## config.mk

```make
export PLATFORM = sky130hd
export DESIGN_NAME = axi_rd_xbar
export DESIGN_NICKNAME = d
export VERILOG_FILES = /design/src/design/axi_rd_pkg.sv /design/src/design/axi_r_if.sv /design/src/design/axi_ar_if.sv /design/src/design/axi_rd_xbar.sv /design/src/design/r_router.sv /design/src/design/ar_router.sv /design/src/design/rd_arbiter.sv
export SDC_FILE = /design/constraint.sdc
export NUM_CORES = 1
export LEC_CHECK = 0
export BUFFER_PORTS_ARGS = -buffer_cell sky130_fd_sc_hd__buf_2
export CAP_MARGIN = 20
export CORE_AREA = 2 2 145 147
export DETAILED_ROUTE_END_ITERATION = 8
export DIE_AREA = 0 0 147 149
export PLACE_DENSITY = 0.51
export SLEW_MARGIN = 20
export SYNTH_ARGS = -nofsm -noshare
export SYNTH_HDL_FRONTEND = slang
export SYNTH_HIERARCHICAL = 1
export SYNTH_SLANG_ARGS = --single-unit
```

## constraint.sdc

```tcl
create_clock -name ACLK -period 3.05 [get_ports ACLK]
set_clock_uncertainty 0.15 [all_clocks]
set_input_delay 0.61 -clock ACLK [delete_from_list [all_inputs] [get_ports ACLK]]
set_output_delay 0.61 -clock ACLK [all_outputs]
set_load 0.02 [all_outputs]
```

## src/design/axi_rd_pkg.sv

```systemverilog
//======================================================================
// Shared widths, address map, ID types and arbiter states
// for the read crossbar
//======================================================================

package axi_rd_pkg;

	// Bus widths
	localparam int ADDR_BITS  = 32;
	localparam int DATA_BITS  = 32;
	localparam int ID_BITS    = 4;
	// Slave side ID, master index in bit 4, upper bits zero
	localparam int IDS_BITS   = 8;
	localparam int LEN_BITS   = 4;
	localparam int SIZE_BITS  = 3;
	localparam int BURST_BITS = 2;
	localparam int RESP_BITS  = 2;

	// Address map, one bit picks the slave
	localparam int SLAVE_SEL_BIT = 16;

	// Read response codes
	localparam logic [RESP_BITS-1:0] RESP_OKAY   = 2'b00;
	localparam logic [RESP_BITS-1:0] RESP_SLVERR = 2'b10;

	typedef logic [ID_BITS-1:0]   id_t;
	typedef logic [IDS_BITS-1:0]  ids_t;
	typedef logic [ADDR_BITS-1:0] addr_t;
	typedef logic [DATA_BITS-1:0] data_t;

	// Read transaction states
	typedef enum logic [1:0] {
		RD_IDLE = 2'd0,
		RD_ADDR = 2'd1,
		RD_DATA = 2'd2
	} rd_state_e;

endpackage
```

## src/design/axi_r_if.sv

```systemverilog
//======================================================================
// AXI read data channel, master and slave side modports
//======================================================================
`timescale 1ns/1ps

interface axi_r_if #(
	parameter int ID_W = axi_rd_pkg::ID_BITS
);
	import axi_rd_pkg::*;

	logic [ID_W-1:0]      id;
	data_t                data;
	logic [RESP_BITS-1:0] resp;
	logic                 last;
	logic                 valid;
	logic                 ready;

	// Beat source, i.e. the slave end
	modport sub (
		output id, data, resp, last, valid,
		input  ready
	);

	// Beat sink, drives RREADY only
	modport mgr (
		input  id, data, resp, last, valid,
		output ready
	);

endinterface

```

## src/design/axi_ar_if.sv

```systemverilog
//======================================================================
// AXI read address channel, master and slave side modports
//======================================================================
`timescale 1ns/1ps

interface axi_ar_if #(
	parameter int ID_W = axi_rd_pkg::ID_BITS
);
	import axi_rd_pkg::*;

	logic [ID_W-1:0]       id;
	addr_t                 addr;
	logic [LEN_BITS-1:0]   len;
	logic [SIZE_BITS-1:0]  size;
	logic [BURST_BITS-1:0] burst;
	logic                  valid;
	logic                  ready;

	// Issuing side
	modport mgr (
		output id, addr, len, size, burst, valid,
		input  ready
	);

	// Accepting side
	modport sub (
		input  id, addr, len, size, burst, valid,
		output ready
	);

endinterface

```

## src/design/axi_rd_xbar.sv

```systemverilog
//======================================================================
// Read crossbar top, 2 masters to 2 slaves, plain AXI ports
//======================================================================
`timescale 1ns/1ps

module axi_rd_xbar (
	input  logic                              ACLK,
	input  logic                              ARESETn,
	// Master 0
	input  axi_rd_pkg::id_t                   arid_m0,
	input  axi_rd_pkg::addr_t                 araddr_m0,
	input  logic [axi_rd_pkg::LEN_BITS-1:0]   arlen_m0,
	input  logic [axi_rd_pkg::SIZE_BITS-1:0]  arsize_m0,
	input  logic [axi_rd_pkg::BURST_BITS-1:0] arburst_m0,
	input  logic                              arvalid_m0,
	output logic                              arready_m0,
	output axi_rd_pkg::id_t                   rid_m0,
	output axi_rd_pkg::data_t                 rdata_m0,
	output logic [axi_rd_pkg::RESP_BITS-1:0]  rresp_m0,
	output logic                              rlast_m0,
	output logic                              rvalid_m0,
	input  logic                              rready_m0,
	// Master 1
	input  axi_rd_pkg::id_t                   arid_m1,
	input  axi_rd_pkg::addr_t                 araddr_m1,
	input  logic [axi_rd_pkg::LEN_BITS-1:0]   arlen_m1,
	input  logic [axi_rd_pkg::SIZE_BITS-1:0]  arsize_m1,
	input  logic [axi_rd_pkg::BURST_BITS-1:0] arburst_m1,
	input  logic                              arvalid_m1,
	output logic                              arready_m1,
	output axi_rd_pkg::id_t                   rid_m1,
	output axi_rd_pkg::data_t                 rdata_m1,
	output logic [axi_rd_pkg::RESP_BITS-1:0]  rresp_m1,
	output logic                              rlast_m1,
	output logic                              rvalid_m1,
	input  logic                              rready_m1,
	// Slave 0
	output axi_rd_pkg::ids_t                  arid_s0,
	output axi_rd_pkg::addr_t                 araddr_s0,
	output logic [axi_rd_pkg::LEN_BITS-1:0]   arlen_s0,
	output logic [axi_rd_pkg::SIZE_BITS-1:0]  arsize_s0,
	output logic [axi_rd_pkg::BURST_BITS-1:0] arburst_s0,
	output logic                              arvalid_s0,
	input  logic                              arready_s0,
	input  axi_rd_pkg::ids_t                  rid_s0,
	input  axi_rd_pkg::data_t                 rdata_s0,
	input  logic [axi_rd_pkg::RESP_BITS-1:0]  rresp_s0,
	input  logic                              rlast_s0,
	input  logic                              rvalid_s0,
	output logic                              rready_s0,
	// Slave 1
	output axi_rd_pkg::ids_t                  arid_s1,
	output axi_rd_pkg::addr_t                 araddr_s1,
	output logic [axi_rd_pkg::LEN_BITS-1:0]   arlen_s1,
	output logic [axi_rd_pkg::SIZE_BITS-1:0]  arsize_s1,
	output logic [axi_rd_pkg::BURST_BITS-1:0] arburst_s1,
	output logic                              arvalid_s1,
	input  logic                              arready_s1,
	input  axi_rd_pkg::ids_t                  rid_s1,
	input  axi_rd_pkg::data_t                 rdata_s1,
	input  logic [axi_rd_pkg::RESP_BITS-1:0]  rresp_s1,
	input  logic                              rlast_s1,
	input  logic                              rvalid_s1,
	output logic                              rready_s1
);
	import axi_rd_pkg::*;

	rd_state_e state;
	logic      grant;
	logic      route;
	logic      addr_accept;
	logic      slave_sel;
	logic      last_done;

	// Master side at ID_BITS, slave side at IDS_BITS
	axi_ar_if #(.ID_W(ID_BITS))  ar_m0 ();
	axi_ar_if #(.ID_W(ID_BITS))  ar_m1 ();
	axi_ar_if #(.ID_W(IDS_BITS)) ar_s0 ();
	axi_ar_if #(.ID_W(IDS_BITS)) ar_s1 ();
	axi_r_if  #(.ID_W(ID_BITS))  r_m0 ();
	axi_r_if  #(.ID_W(ID_BITS))  r_m1 ();
	axi_r_if  #(.ID_W(IDS_BITS)) r_s0 ();
	axi_r_if  #(.ID_W(IDS_BITS)) r_s1 ();

	//==================================================================
	// Port to interface wiring
	//==================================================================

	assign ar_m0.id    = arid_m0;
	assign ar_m0.addr  = araddr_m0;
	assign ar_m0.len   = arlen_m0;
	assign ar_m0.size  = arsize_m0;
	assign ar_m0.burst = arburst_m0;
	assign ar_m0.valid = arvalid_m0;
	assign arready_m0  = ar_m0.ready;
	assign ar_m1.id    = arid_m1;
	assign ar_m1.addr  = araddr_m1;
	assign ar_m1.len   = arlen_m1;
	assign ar_m1.size  = arsize_m1;
	assign ar_m1.burst = arburst_m1;
	assign ar_m1.valid = arvalid_m1;
	assign arready_m1  = ar_m1.ready;

	assign arid_s0     = ar_s0.id;
	assign araddr_s0   = ar_s0.addr;
	assign arlen_s0    = ar_s0.len;
	assign arsize_s0   = ar_s0.size;
	assign arburst_s0  = ar_s0.burst;
	assign arvalid_s0  = ar_s0.valid;
	assign ar_s0.ready = arready_s0;
	assign arid_s1     = ar_s1.id;
	assign araddr_s1   = ar_s1.addr;
	assign arlen_s1    = ar_s1.len;
	assign arsize_s1   = ar_s1.size;
	assign arburst_s1  = ar_s1.burst;
	assign arvalid_s1  = ar_s1.valid;
	assign ar_s1.ready = arready_s1;

	// R channels
	assign rid_m0     = r_m0.id;
	assign rdata_m0   = r_m0.data;
	assign rresp_m0   = r_m0.resp;
	assign rlast_m0   = r_m0.last;
	assign rvalid_m0  = r_m0.valid;
	assign r_m0.ready = rready_m0;
	assign rid_m1     = r_m1.id;
	assign rdata_m1   = r_m1.data;
	assign rresp_m1   = r_m1.resp;
	assign rlast_m1   = r_m1.last;
	assign rvalid_m1  = r_m1.valid;
	assign r_m1.ready = rready_m1;

	assign r_s0.id    = rid_s0;
	assign r_s0.data  = rdata_s0;
	assign r_s0.resp  = rresp_s0;
	assign r_s0.last  = rlast_s0;
	assign r_s0.valid = rvalid_s0;
	assign rready_s0  = r_s0.ready;
	assign r_s1.id    = rid_s1;
	assign r_s1.data  = rdata_s1;
	assign r_s1.resp  = rresp_s1;
	assign r_s1.last  = rlast_s1;
	assign r_s1.valid = rvalid_s1;
	assign rready_s1  = r_s1.ready;

	//==================================================================
	// Arbiter and routers
	//==================================================================

	// Requests come straight from ARVALID
	rd_arbiter rd_arbiter_i (
		.ACLK        (ACLK),
		.ARESETn     (ARESETn),
		.m0_req      (arvalid_m0),
		.m1_req      (arvalid_m1),
		.addr_accept (addr_accept),
		.slave_sel   (slave_sel),
		.last_done   (last_done),
		.state       (state),
		.grant       (grant),
		.route       (route)
	);

	ar_router ar_router_i (
		.ACLK        (ACLK),
		.ARESETn     (ARESETn),
		.m0          (ar_m0),
		.m1          (ar_m1),
		.s0          (ar_s0),
		.s1          (ar_s1),
		.state       (state),
		.grant       (grant),
		.addr_accept (addr_accept),
		.slave_sel   (slave_sel)
	);

	r_router r_router_i (
		.r_m0      (r_m0),
		.r_m1      (r_m1),
		.r_s0      (r_s0),
		.r_s1      (r_s1),
		.state     (state),
		.grant     (grant),
		.route     (route),
		.last_done (last_done)
	);

endmodule

```

## src/design/r_router.sv

```systemverilog
//======================================================================
// Read data return from routed slave to granted master
//======================================================================
`timescale 1ns/1ps

module r_router (
	axi_r_if.sub                  r_m0,
	axi_r_if.sub                  r_m1,
	axi_r_if.mgr                  r_s0,
	axi_r_if.mgr                  r_s1,
	input  axi_rd_pkg::rd_state_e state,
	input  logic                  grant,
	input  logic                  route,
	output logic                  last_done
);
	import axi_rd_pkg::*;

	// Path open only while a read is in its data phase
	logic                 active;
	ids_t                 s_id;
	data_t                s_data;
	logic [RESP_BITS-1:0] s_resp;
	logic                 s_last;
	logic                 s_valid;
	logic                 m_ready;

	assign active = (state == RD_DATA);

	// Routed slave beat
	assign s_id    = route ? r_s1.id    : r_s0.id;
	assign s_data  = route ? r_s1.data  : r_s0.data;
	assign s_resp  = route ? r_s1.resp  : r_s0.resp;
	assign s_last  = route ? r_s1.last  : r_s0.last;
	assign s_valid = route ? r_s1.valid : r_s0.valid;

	// Granted master RREADY
	assign m_ready = grant ? r_m1.ready : r_m0.ready;

	// Master payload, upper ID bits with the master index dropped
	assign r_m0.id   = s_id[ID_BITS-1:0];
	assign r_m0.data = s_data;
	assign r_m0.resp = s_resp;
	assign r_m0.last = s_last;
	assign r_m1.id   = s_id[ID_BITS-1:0];
	assign r_m1.data = s_data;
	assign r_m1.resp = s_resp;
	assign r_m1.last = s_last;

	assign r_m0.valid = active && !grant && s_valid;
	assign r_m1.valid = active && grant && s_valid;

	assign r_s0.ready = active && !route && m_ready;
	assign r_s1.ready = active && route && m_ready;

	// Final beat taken by the master
	assign last_done = active && s_valid && s_last && m_ready;

endmodule

```

## src/design/ar_router.sv

```systemverilog
//======================================================================
// Read address mux, ID widening, slave decode and hold register
//======================================================================
`timescale 1ns/1ps

module ar_router (
	input  logic                  ACLK,
	input  logic                  ARESETn,
	axi_ar_if.sub                 m0,
	axi_ar_if.sub                 m1,
	axi_ar_if.mgr                 s0,
	axi_ar_if.mgr                 s1,
	input  axi_rd_pkg::rd_state_e state,
	input  logic                  grant,
	output logic                  addr_accept,
	output logic                  slave_sel
);
	import axi_rd_pkg::*;

	// Granted master channel
	id_t                   m_id;
	addr_t                 m_addr;
	logic [LEN_BITS-1:0]   m_len;
	logic [SIZE_BITS-1:0]  m_size;
	logic [BURST_BITS-1:0] m_burst;
	logic                  m_valid;

	// Hold register toward the slaves
	ids_t                  hold_id;
	addr_t                 hold_addr;
	logic [LEN_BITS-1:0]   hold_len;
	logic [SIZE_BITS-1:0]  hold_size;
	logic [BURST_BITS-1:0] hold_burst;
	logic                  hold_valid;
	logic                  hold_sel;
	logic                  s_ready;

	//==================================================================
	// Master side
	//==================================================================

	assign m_id    = grant ? m1.id    : m0.id;
	assign m_addr  = grant ? m1.addr  : m0.addr;
	assign m_len   = grant ? m1.len   : m0.len;
	assign m_size  = grant ? m1.size  : m0.size;
	assign m_burst = grant ? m1.burst : m0.burst;
	assign m_valid = grant ? m1.valid : m0.valid;

	// ARREADY to granted master, one cycle in RD_ADDR
	assign m0.ready = (state == RD_ADDR) && !grant;
	assign m1.ready = (state == RD_ADDR) && grant;

	assign addr_accept = (state == RD_ADDR) && m_valid;
	// Address decode, every address hits a slave
	assign slave_sel   = m_addr[SLAVE_SEL_BIT];

	//==================================================================
	// Hold register
	//==================================================================

	always_ff @(posedge ACLK or negedge ARESETn) begin
		if (!ARESETn) begin
			hold_valid <= 1'b0;
			hold_sel   <= 1'b0;
		end else if (addr_accept) begin
			hold_valid <= 1'b1;
			hold_sel   <= slave_sel;
		end else if (hold_valid && s_ready) begin
			hold_valid <= 1'b0;
		end
	end

	// Payload, loaded once per read, kept through slave stalls
	always_ff @(posedge ACLK) begin
		if (addr_accept) begin
			hold_id    <= {{(IDS_BITS-ID_BITS-1){1'b0}}, grant, m_id};
			hold_addr  <= m_addr;
			hold_len   <= m_len;
			hold_size  <= m_size;
			hold_burst <= m_burst;
		end
	end

	assign s_ready = hold_sel ? s1.ready : s0.ready;

	// Only the selected slave sees the request
	assign s0.valid = hold_valid && !hold_sel;
	assign s0.id    = hold_sel ? '0 : hold_id;
	assign s0.addr  = hold_sel ? '0 : hold_addr;
	assign s0.len   = hold_sel ? '0 : hold_len;
	assign s0.size  = hold_sel ? '0 : hold_size;
	assign s0.burst = hold_sel ? '0 : hold_burst;

	assign s1.valid = hold_valid && hold_sel;
	assign s1.id    = hold_sel ? hold_id    : '0;
	assign s1.addr  = hold_sel ? hold_addr  : '0;
	assign s1.len   = hold_sel ? hold_len   : '0;
	assign s1.size  = hold_sel ? hold_size  : '0;
	assign s1.burst = hold_sel ? hold_burst : '0;

endmodule

```

## src/design/rd_arbiter.sv

```systemverilog
//======================================================================
// Round-robin read arbiter with grant/route register and FSM
//======================================================================
`timescale 1ns/1ps

module rd_arbiter (
	input  logic                  ACLK,
	input  logic                  ARESETn,
	input  logic                  m0_req,
	input  logic                  m1_req,
	input  logic                  addr_accept,
	input  logic                  slave_sel,
	input  logic                  last_done,
	output axi_rd_pkg::rd_state_e state,
	output logic                  grant,
	output logic                  route
);
	import axi_rd_pkg::*;

	// Master holding priority when both request, 0 means m0
	logic prio;
	// Master picked in idle
	logic pick;
	rd_state_e state_nx;

	//==================================================================
	// Pick logic
	//==================================================================

	always_comb begin
		if (m0_req && m1_req) begin
			pick = prio;
		end else begin
			// Lone requester wins, m0 if nobody asks
			pick = m1_req;
		end
	end

	// Next state
	always_comb begin
		state_nx = state;
		case (state)
			RD_IDLE: begin
				if (m0_req || m1_req) begin
					state_nx = RD_ADDR;
				end
			end
			RD_ADDR: begin
				// Slave side valid is held by the AR router from here
				if (addr_accept) begin
					state_nx = RD_DATA;
				end
			end
			RD_DATA: begin
				if (last_done) begin
					state_nx = RD_IDLE;
				end
			end
			default: state_nx = RD_IDLE;
		endcase
	end

	//==================================================================
	// State, grant, route and priority registers
	//==================================================================

	always_ff @(posedge ACLK or negedge ARESETn) begin
		if (!ARESETn) begin
			state <= RD_IDLE;
			grant <= 1'b0;
			route <= 1'b0;
			prio  <= 1'b0;
		end else begin
			state <= state_nx;
			// Grant latched once, kept until the last beat
			if (state == RD_IDLE && (m0_req || m1_req)) begin
				grant <= pick;
			end
			// Target slave captured with the address
			if (state == RD_ADDR && addr_accept) begin
				route <= slave_sel;
			end
			// Other master goes first next time
			if (state == RD_DATA && last_done) begin
				prio <= ~grant;
			end
		end
	end

endmodule

```

==> impl_metrics.csv, run 1 <==
group,metric,value,unit
timing,finalCritPeriodShare,82.3,%
placement,routabilityCongestion,0.707,
power_and_ir_drop,p_sw_share,47.7,%
yosys,synth_top_family_by_area,"multiplexers",
layout,diodes,0,
clock_tree,ctsHoldBuffers,1,
layout,layout.nets,820,
clock_tree,tritoncts,"done",
placement,dpl.hpwl,9980,um
setup_path,cp-end-kind,"primary output",
timing,period_minus_slack,2510,ps
min_path,hold_path.startpoint,"arvalid_m0",
global_routing,grt_pass1_vias,3041,
yosys,synth-seq-cells,53,
setup_path,path_class,"flop to primary output",
power_and_ir_drop,p_comb_share,66.0,%
global_routing,grt-ovfl-total,0,
timing,slew_headroom,61.6,%
min_path,hold_class,"input pin to flop",
detailed_routing,wl_per_cell,13.7,um
run_status,status,"finished clean",
layout,area_growth,45.8,%
clock_tree,cts_root_buf,"clkbuf_16",
placement,dp_slack,848,ps
die,die_h,149,um
global_routing,grt_pass1_wl,17400,um
detailed_routing,ant_nets,0,
detailed_routing,firstDrtPassIters,4,
setup_path,startpoint_type,"flop",
power_and_ir_drop,power_frac_seq,23.8,%
detailed_routing,dr.first_iter.drc_count,85,
clock_tree,cts_setup_buffers,0,
setup_path,r2r_cells,2,
die,dieArea,21900,um^2
clock_tree,clk_latency,300,ps
timing,worstMarginPinSlew,577,ps
timing,hold_violations,0,
die,io_pins,370,
yosys,ys_seq_area_share,38.8,%
yosys,synth_compound_area_share,0.998,%
power_and_ir_drop,power_density,976,nW/um^2
timing,fin_ws,541,ps
yosys,synth_xor_area_share,0,%
flow_run,max_cap_violations,0,
clock_tree,post_cts_resize_count,0,
die,core-area,20600,um^2
setup_path,r2r_slack,960,ps
setup_path,arrival,1750,ps
layout,drive_gt1_share,72.3,%
clock_tree,cts_buffers,5,
clock_tree,clockBufferDepth,2,
setup_path,cp_data_required_time,2290,ps
timing,setup_viol_count_final,0,
setup_path,reg2reg_from,"rd_arbiter_i/grant",
yosys,syn_area_per_cell,12.3,um^2
detailed_routing,wl,12400,um
min_path,hold_end,"rd_arbiter_i/grant",
timing,rsz0062_at_grt,"no",
setup_path,r2r_end,"ar_router_i/hold_size[1]",
min_path,whs_path_depth,2,
detailed_routing,drt-vias-per-instance,3.67,
yosys,synthAdderAreaFrac,0,%
power_and_ir_drop,power_switching,0.00272,W
die,rows,53,
power_and_ir_drop,power.internal,0.00299,W
timing,holdWs,352,ps
power_and_ir_drop,clkPwrFrac,10.2,%
yosys,ys_warn_count,6,
timing,max_freq,0.399,GHz
layout,final_cell_mix,"buf_2 (355), and2_1 (47), nor2b_1 (47)",
setup_path,critPathMaxFanout,22,
yosys,synth_mux_area_share,28.9,%
yosys,synthCells,327,
yosys,yosys.area_share.simple,17.4,%
die,start_util,19.5,%
timing,fin_setup_tns,0,ps
power_and_ir_drop,ir_worst_vdd,0.417,mV
clock_tree,clkSinkCount,53,
power_and_ir_drop,power.leakage,2.96,nW
die,die_w,147,um
global_routing,grt_antenna_before_repair,1,
clock_tree,clk_pin_slew,70,ps
global_routing,grt_max_degree,96,
placement,numPortBuffers,355,
yosys,ys_types,25,
layout,layout_commonest_cell,"buf_2",
timing,final_max_slew_viol_count,0,
clock_tree,htreeDepth,2,
detailed_routing,drc,0,
yosys,syn_area,4010,um^2
detailed_routing,vias,3340,
global_routing,grt.total_usage,10.3,%
## worst max-delay path, cell delays in order (launching register included)
cell,delay [ps]
dfrtp_4,690
mux2i_1,460
nor3b_1,110
buf_2,180
## how the worst max path moves through the flow
stage	start	endpoint	slack (ps)	depth (start not counted)
after floorplan	arvalid_m1	rd_arbiter_i/route	180	4
after global placement	rd_arbiter_i/grant	rready_s1	850	3
after detailed placement	rd_arbiter_i/grant	rready_s1	850	3
after CTS	rd_arbiter_i/grant	rready_s1	510	3
after global routing	rd_arbiter_i/grant	rready_s1	420	3
final	rd_arbiter_i/grant	rready_s1	540	3
## per-stage QoR
stage                     cells  power (W)  instance area (um^2)  utilization (%)
after floorplan             332    0.00430                  4030                -
after global placement      901    0.00520                  5690             27.7
after detailed placement    901    0.00519                  5690             27.7
after CTS                   910    0.00581                  5850             28.4
after global routing        910    0.00607                  5850             28.4
final                       910    0.00571                  5850             28.4
## cells in the mapped netlist (all sizes together)
cell type	instances	area, um^2
mux2	86	1120
buf	64	537
and2	47	294
nor2b	47	294
edfxtp	46	1380
dfrtp	7	175
inv	4	15.0
mux2i	4	40.0
nand2b	3	18.8
nor2	3	13.8
nor3	3	15.0
nor3b	3	22.5
a211oi	2	15.0
nand3b	2	15.0
a221o	1	11.3
a2bb2oi	1	8.76
clkbuf	1	3.75
conb	1	3.75
nor4b	1	23.8
o21ai	1	5.00
## metal layers
layer | part of all wire (%) | GRT usage (%) | vias up
li1 | - | - | 1679
met1 | 45 | 13.9 | 1524
met2 | 49 | 17.2 | 130
met3 | 5.3 | 1.99 | 7
met4 | 0.93 | 2.45 | 0
met5 | 0 | 0 | -
## power by group through the flow
stage | Combinational, W | Sequential, W | Clock (W)
finish | 0.00377 | 0.00136 | 0.000584
global route | 0.00404 | 0.00140 | 0.000633
CTS | 0.00382 | 0.00137 | 0.000616
detailed placement | 0.00381 | 0.00138 | 0
global placement | 0.00383 | 0.00137 | 0
floorplan | 0.00306 | 0.00124 | 0
## kinds of logic after synthesis
logic type      Yosys count
flops                    53
other cells               1
compound gates            5
simple gates            109
buf+inv                  69
mux                      90
## area by class of cell
| type | count | area, um^2 |
|---|---|---|
| Fill cell | 2210 | 14700 |
| Multi-Input combinational cell | 210 | 1920 |
| Sequential cell | 53 | 1560 |
| Clock buffer | 5 | 125 |
| Tap cell | 275 | 344 |
| Inverter | 4 | 15.0 |
| Timing Repair Buffer | 360 | 1850 |
| Clock inverter | 3 | 22.5 |
## state kept, by name (all words and copies together) (netlist names)
| signal | flops |
|---|---|
| rd_arbiter_i/route | 1 |
| rd_arbiter_i/prio | 1 |
| ar_router_i/hold_valid | 1 |
| ar_router_i/hold_len | 4 |
| rd_arbiter_i/state | 2 |
| ar_router_i/hold_id | 5 |
| ar_router_i/hold_size | 3 |
| ar_router_i/hold_burst | 2 |
| ar_router_i/hold_addr | 32 |
| rd_arbiter_i/grant | 1 |
| ar_router_i/hold_sel | 1 |
Power figures use the tool's default switching activity.
==> run 2: changes to the inputs <==
==> constraint.sdc (replaced) <==
create_clock -name ACLK -period 2.1 [get_ports ACLK]
set_clock_uncertainty 0.15 [all_clocks]
set_input_delay 0.42 -clock ACLK [delete_from_list [all_inputs] [get_ports ACLK]]
set_output_delay 0.42 -clock ACLK [all_outputs]
set_load 0.02 [all_outputs]
==> run 2 against run 1 <==
Compared with the run above: hold slack worse by 180 ps; routed wire length up 0.61%; critical path depth grew 1; power rose by 57%; cell count grew 1.3%; via count up 3.2%; die area stayed put; sequential share of layout area is 1.3 points lower; core utilization grew 1.5 points; largest power group unchanged; flip-flop and latch count unchanged.
==> impl_metrics.csv, run 2 (synthesis gave the netlist of run 1 again) <==
group,metric,value,unit
timing,setup_viol_count_final,0,
global_routing,grt_pass1_vias,3221,
detailed_routing,drc,0,
min_path,whs_path_depth,2,
detailed_routing,wl,12500,um
power_and_ir_drop,ir_worst_vdd,0.458,mV
timing,period_minus_slack,2070,ps
clock_tree,cts_buffers,5,
clock_tree,clkSinkCount,53,
detailed_routing,drt-vias-per-instance,3.74,
detailed_routing,vias,3446,
layout,reg_top3,"ar_router_i/hold_addr: 32 flops, ar_router_i/hold_id: 5 flops, ar_router_i/hold_len: 4 flops",
setup_path,startpoint_type,"flop",
setup_path,r2r_cells,7,
power_and_ir_drop,p_sw_share,45.5,%
min_path,hold_end,"rd_arbiter_i/grant",
timing,fin_setup_tns,0,ps
layout,largest_reg_flops,32,
placement,routabilityCongestion,0.747,
layout,layout.nets,832,
power_and_ir_drop,power_density,1450,nW/um^2
setup_path,cp_slowest_cell,"dfrtp_2",
timing,max_freq,0.482,GHz
power_and_ir_drop,power.leakage,3.11,nW
die,core-area,20600,um^2
detailed_routing,wl_per_cell,13.6,um
power_and_ir_drop,power_frac_seq,20.6,%
placement,placed_cells,907,
die,die_w,147,um
global_routing,grt_pass1_wl,17400,um
clock_tree,htreeDepth,2,
die,start_util,19.5,%
setup_path,r2r_end,"rd_arbiter_i/prio",
layout,diodes,0,
setup_path,cp_data_required_time,1530,ps
setup_path,arrival,1500,ps
global_routing,grt_antenna_before_repair,0,
setup_path,critPathMaxStageDelay,380,ps
setup_path,crit_path_cell_trace,"buf_12, buf_16, mux2_2, buf_2",
setup_path,crit_buf_inv,3,
detailed_routing,dr.first_iter.drc_count,112,
detailed_routing,firstDrtPassIters,4,
min_path,hold_path.startpoint,"arvalid_m0",
setup_path,r2r_slack,310,ps
global_routing,grt-ovfl-total,0,
layout,fin_cells,922,
setup_path,critPathTopFamily,"buffers and inverters",
clock_tree,tritoncts,"done",
layout,nFillCells,2155,
layout,final_cell_mix,"buf_2 (338), and2_1 (47), nor2b_1 (47)",
flow_run,max_cap_violations,0,
setup_path,cp-end-kind,"primary output",
clock_tree,clk_latency,300,ps
power_and_ir_drop,power.internal,0.00487,W
clock_tree,clk_pin_slew,70,ps
timing,finalCritPeriodShare,98.7,%
power_and_ir_drop,power_switching,0.00407,W
timing,final_max_slew_viol_count,0,
setup_path,critPathMaxFanout,11,
die,die_h,149,um
setup_path,path_class,"flop to primary output",
placement,dpl.hpwl,9980,um
clock_tree,clockBufferDepth,2,
min_path,hold_class,"input pin to flop",
placement,placedInstanceArea,5780,um^2
timing,hold_violations,0,
timing,rsz0062_at_grt,"yes",
power_and_ir_drop,p_comb_share,68.4,%
power_and_ir_drop,clkPwrFrac,11.0,%
layout,drive_gt1_share,73.4,%
layout,area_growth,53.5,%
global_routing,grt.total_usage,10.3,%
layout,final_area,6160,um^2
placement,numPortBuffers,355,
die,rows,53,
setup_path,reg2reg_from,"rd_arbiter_i/route",
die,io_pins,370,
die,dieArea,21900,um^2
layout,layout_commonest_cell,"buf_2",
run_status,status,"finished clean",
timing,holdWs,172,ps
clock_tree,cts_root_buf,"clkbuf_16",
layout,regMostFlops,"ar_router_i/hold_addr",
detailed_routing,ant_nets,0,
global_routing,grt_max_degree,73,
-- run 2: per-layer routing --
metal  up-vias  track usage, %  wire length (um)
met3         7            1.99               800
met5         -               0                 0
met4         0            2.60               121
met1      1585            13.0              5360
li1       1705               -                 -
met2       149            18.1              6220
-- run 2: stage by stage --
step / util [%] / setup slack (ps) / power [W]
after floorplan: - / -112 / 0.00626
after global placement: 28.1 / 203 / 0.00772
after detailed placement: 28.1 / 207 / 0.00772
after CTS: 29.2 / -1.54 / 0.00884
after global routing: 30.0 / -29.4 / 0.00947
final: 30.0 / 26.5 / 0.00893
-- run 2: worst max-delay path by stage --
stage / start / endpoint / slack, ps / cells past startpoint
global route: rd_arbiter_i/route / rdata_m0[2] / -30 / 4
floorplan: rd_arbiter_i/grant / rd_arbiter_i/route / -110 / 4
finish: rd_arbiter_i/route / rdata_m0[2] / 30 / 4
global placement: rd_arbiter_i/route / rid_m0[1] / 200 / 3
detailed placement: rd_arbiter_i/route / rid_m0[1] / 210 / 3
CTS: rd_arbiter_i/route / rdata_m1[5] / -2 / 4
-- run 2: layout make-up --
type | instances | area (um^2) | area share (%)
multi-input combinational | 210 | 1960 | 31.9
clock buffer | 5 | 125 | 2.03
timing repair buffer | 372 | 2100 | 34.1
tap | 275 | 344 | 5.59
sequential | 53 | 1560 | 25.4
clock inverter | 3 | 46.3 | 0.752
inverter | 4 | 15.0 | 0.244
-- run 2: power by group through the flow --
| stage | Sequential (W) | Combinational, W | Clock [W] |
|---|---|---|---|
| 2_1_floorplan | 0.00181 | 0.00446 | 0 |
| 3_3_place_gp | 0.00190 | 0.00582 | 0 |
| 3_5_place_dp | 0.00192 | 0.00580 | 0 |
| 4_1_cts | 0.00185 | 0.00596 | 0.00103 |
| 5_1_grt | 0.00190 | 0.00651 | 0.00106 |
| 6_report | 0.00184 | 0.00611 | 0.000986 |
-- run 2: repair_timing --
action | in CTS | in global routing
gates cloned | 0 | 2
setup endpoints to repair | 66 | 48
gates resized for setup | 1 | 34
hold buffers | 1 | 0
hold endpoints to repair | 7 | 0
setup buffers | 3 | 1
==> run 3: changes to the inputs <==
--- a/config.mk
+++ b/config.mk
@@ -5,14 +5,12 @@
 export SDC_FILE = /design/constraint.sdc
 export NUM_CORES = 1
 export LEC_CHECK = 0
-export BUFFER_PORTS_ARGS = -buffer_cell sky130_fd_sc_hd__buf_2
-export CAP_MARGIN = 20
-export CORE_AREA = 2 2 145 147
+export CORE_AREA = 2 2 143 145
 export DETAILED_ROUTE_END_ITERATION = 8
-export DIE_AREA = 0 0 147 149
-export PLACE_DENSITY = 0.51
+export DIE_AREA = 0 0 145 147
+export DONT_BUFFER_PORTS = 1
+export PLACE_DENSITY = 0.33
 export SLEW_MARGIN = 20
 export SYNTH_ARGS = -nofsm -noshare
 export SYNTH_HDL_FRONTEND = slang
-export SYNTH_HIERARCHICAL = 1
 export SYNTH_SLANG_ARGS = --single-unit
==> run 3 against run 2 <==
Compared with the run above: core utilization fell by 7.6 points; synthesized cell count fell by 0.92%; fmax fell by 3.7%; power fell by 14%; die area fell by 2.7%; the flow now finishes with violations (negative setup slack); clock power fell by 9.8%; setup slack got worse by 80 ps; via count fell by 32%; register-to-register slack got worse by 30 ps; synthesized area fell by 7.9%; critical path depth fell by 1.
==> impl_metrics.csv, run 3 <==
group,metric,value,unit
setup_path,cp_data_required_time,1530,ps
global_routing,grt_pass1_vias,2472,
setup_path,r2r_cells,4,
layout,regMostFlops,"ar_router_i.hold_addr",
layout,area_growth,20.2,%
yosys,yosysTopAreaCellShare,37.4,%
timing,setup_viol_count_final,12,
layout,final_cell_mix,"and2_1 (47), mux2_2 (46), edfxtp_1 (46)",
die,dieArea,21300,um^2
clock_tree,cts_buffers,5,
timing,fin_ws,-54.0,ps
setup_path,r2r_end,"rd_arbiter_i.prio",
yosys,ys_types,23,
setup_path,cp-end-kind,"primary output",
power_and_ir_drop,power.internal,0.00391,W
setup_path,critPathTopFamily,"flip-flops",
flow_run,max_cap_violations,0,
clock_tree,clk_pin_slew,80,ps
setup_path,critPathMaxFanout,8,
clock_tree,clkSinkCount,52,
global_routing,grt_use_met3,3.51,%
die,io_pins,370,
setup_path,reg2reg_from,"ar_router_i.hold_sel",
min_path,hold_class,"input pin to flop",
detailed_routing,drc,0,
global_routing,grt_busiest_layer,"met2",
detailed_routing,drt-vias-per-instance,4.02,
detailed_routing,wl,11600,um
clock_tree,clockBufferDepth,2,
layout,layout.nets,495,
layout,reg_top3,"ar_router_i.hold_addr: 32 flops, ar_router_i.hold_id: 5 flops, ar_router_i.hold_len: 4 flops",
yosys,ys.flop_type,"edfxtp_1",
yosys,synth_top_cell_by_area,"edfxtp_1",
yosys,ys_warn_count,0,
die,start_util,18.6,%
yosys,synth_most_common_cell,"mux2_2",
global_routing,grt_antenna_before_repair,2,
die,die_w,145,um
setup_path,crit_end,"rdata_m1[11]",
setup_path,path_depth,3,
setup_path,crit_buf_inv,2,
clock_tree,clk_latency,300,ps
detailed_routing,ant_nets,0,
setup_path,path_class,"flop to primary output",
power_and_ir_drop,ir_worst_vdd,0.507,mV
layout,layout_commonest_cell,"and2_1",
detailed_routing,firstDrtPassIters,4,
yosys,synth_common_cells,"mux2_2 (84), nor2b_1 (48), and2_1 (47), buf_4 (46), edfxtp_1 (46)",
power_and_ir_drop,power_switching,0.00381,W
setup_path,arrival,1580,ps
placement,dpl.hpwl,8490,um
power_and_ir_drop,clkPwrFrac,11.5,%
run_status,status,"finished with violations",
global_routing,use_met2,19.5,%
die,die_h,147,um
clock_tree,tritoncts,"done",
yosys,synth-edff-count,46,
yosys,synth_area_leaders,"edfxtp_1 (37%), mux2_2 (26%), buf_4 (9.3%), nor2b_1 (8.1%), and2_1 (8.0%)",
detailed_routing,wl_per_cell,20.0,um
timing,max_freq,0.464,GHz
timing,hold_violations,0,
setup_path,r2r_slack,280,ps
setup_path,cp_slowest_cell,"dfrtp_4",
setup_path,crit_path_start,"ar_router_i.hold_sel",
setup_path,critPathMaxStageDelay,570,ps
layout,fin_cells,582,
yosys,async_flop_share,11.5,%
yosys,syn_area_per_cell,11.4,um^2
timing,finalCritPeriodShare,103,%
global_routing,grt_pass1_wl,16000,um
power_and_ir_drop,power_density,1740,nW/um^2
global_routing,grt-ovfl-total,0,
global_routing,grt.total_usage,10.3,%
global_routing,grt_max_degree,36,
power_and_ir_drop,power.leakage,1.65,nW
placement,routabilityCongestion,0.753,
die,rows,52,
power_and_ir_drop,power_frac_seq,23.1,%
placement,numPortBuffers,0,
run_status,violations,"negative setup slack",
yosys,syn_area,3690,um^2
yosys,ys_seq_area_share,41.4,%
yosys,synthCells,324,
clock_tree,htreeDepth,2,
clock_tree,cts_root_buf,"clkbuf_16",
setup_path,crit_path_cell_trace,"buf_12, buf_16, mux2_4",
yosys,synth-seq-cells,52,
power_and_ir_drop,p_sw_share,49.4,%
power_and_ir_drop,p_comb_share,65.4,%
layout,largest_reg_flops,32,
detailed_routing,vias,2339,
layout,drive_gt1_share,49.7,%
timing,final_max_slew_viol_count,0,
timing,period_minus_slack,2150,ps
detailed_routing,dr.first_iter.drc_count,43,
die,core-area,19800,um^2
timing,fin_setup_tns,-482,ps
placement,placed_cells,565,
setup_path,startpoint_type,"flop",
timing,rsz0062_at_grt,"yes",
global_routing,met1_usage,10.2,%
run 3: changes by cell type in the layout (fill, tap and decap cells not counted), sizes merged, moves of 2 or more:
cell	previous run	this run
buf	369	38
a211oi	2	0
diode	0	2
nand3b	2	0
nor3	3	5
nor3b	3	1
run 3: what timing repair did:
action                     CTS  global route
resized for setup           51            17
gates cloned                 4             0
hold endpoints to repair     6             0
buffers inserted             3             0
setup endpoints to repair   76           108
pin swaps                    0             1
hold buffers                 1             0
run 3: metal layers:
layer  vias to the layer above  part of all wire (%)
li1                       1026                     -
met1                      1095                    34
met2                       196                    54
met3                        22                   8.9
met4                         0                   2.9
met5                         -                     0
run 3: layout make-up:
cell class	count	area, um^2
tap	270	338
fill	2099	15400
timing repair buffer	39	447
clock buffer	5	125
inverter	3	11.3
antenna	2	5.00
multi-input combinational	208	1950
clock inverter	3	26.3
sequential	52	1540
run 3: kinds of logic (layout without fill, tap and decap cells):
group	count (synthesis)	after routing	share of synthesized area [%]
multiplexers	89	89	27.0
flip-flops	52	52	41.4
AND/OR/NAND/NOR	109	109	18.5
other	1	8	0.101
buffers and inverters	69	50	12.2
AO/OA/AOI/OAI	4	4	0.745
run 3: power by group through the flow:
stage,Sequential [W],Combinational [W],Clock [W]
final,0.00178,0.00505,0.000889
after global routing,0.00183,0.00534,0.000977
after CTS,0.00179,0.00515,0.000953
after detailed placement,0.00178,0.00439,0
after global placement,0.00179,0.00440,0
after floorplan,0.00167,0.00393,0
run 3: metrics by stage:
stage          utilization (%)  area (um^2)  power [W]  hold slack (ps)  setup slack (ps)
6_report                  22.4         4440    0.00772             57.0             -54.0
5_1_grt                   22.4         4440    0.00815             50.7             -93.8
4_1_cts                   22.2         4410    0.00789             35.3             -97.4
3_5_place_dp              19.7         3910    0.00618            -25.3               236
3_3_place_gp              19.7         3910    0.00619            -25.3               253
2_1_floorplan                -         3720    0.00560            -25.6              20.9
run 3: worst min-delay path by stage:
stage | from | end | depth (start not counted)
floorplan | ARESETn | ar_router_i.hold_sel | 0
global placement | ARESETn | rd_arbiter_i.prio | 0
detailed placement | ARESETn | ar_router_i.hold_valid | 0
CTS | arvalid_m0 | rd_arbiter_i.grant | 1
global route | arvalid_m0 | rd_arbiter_i.grant | 1
finish | arvalid_m0 | rd_arbiter_i.grant | 1
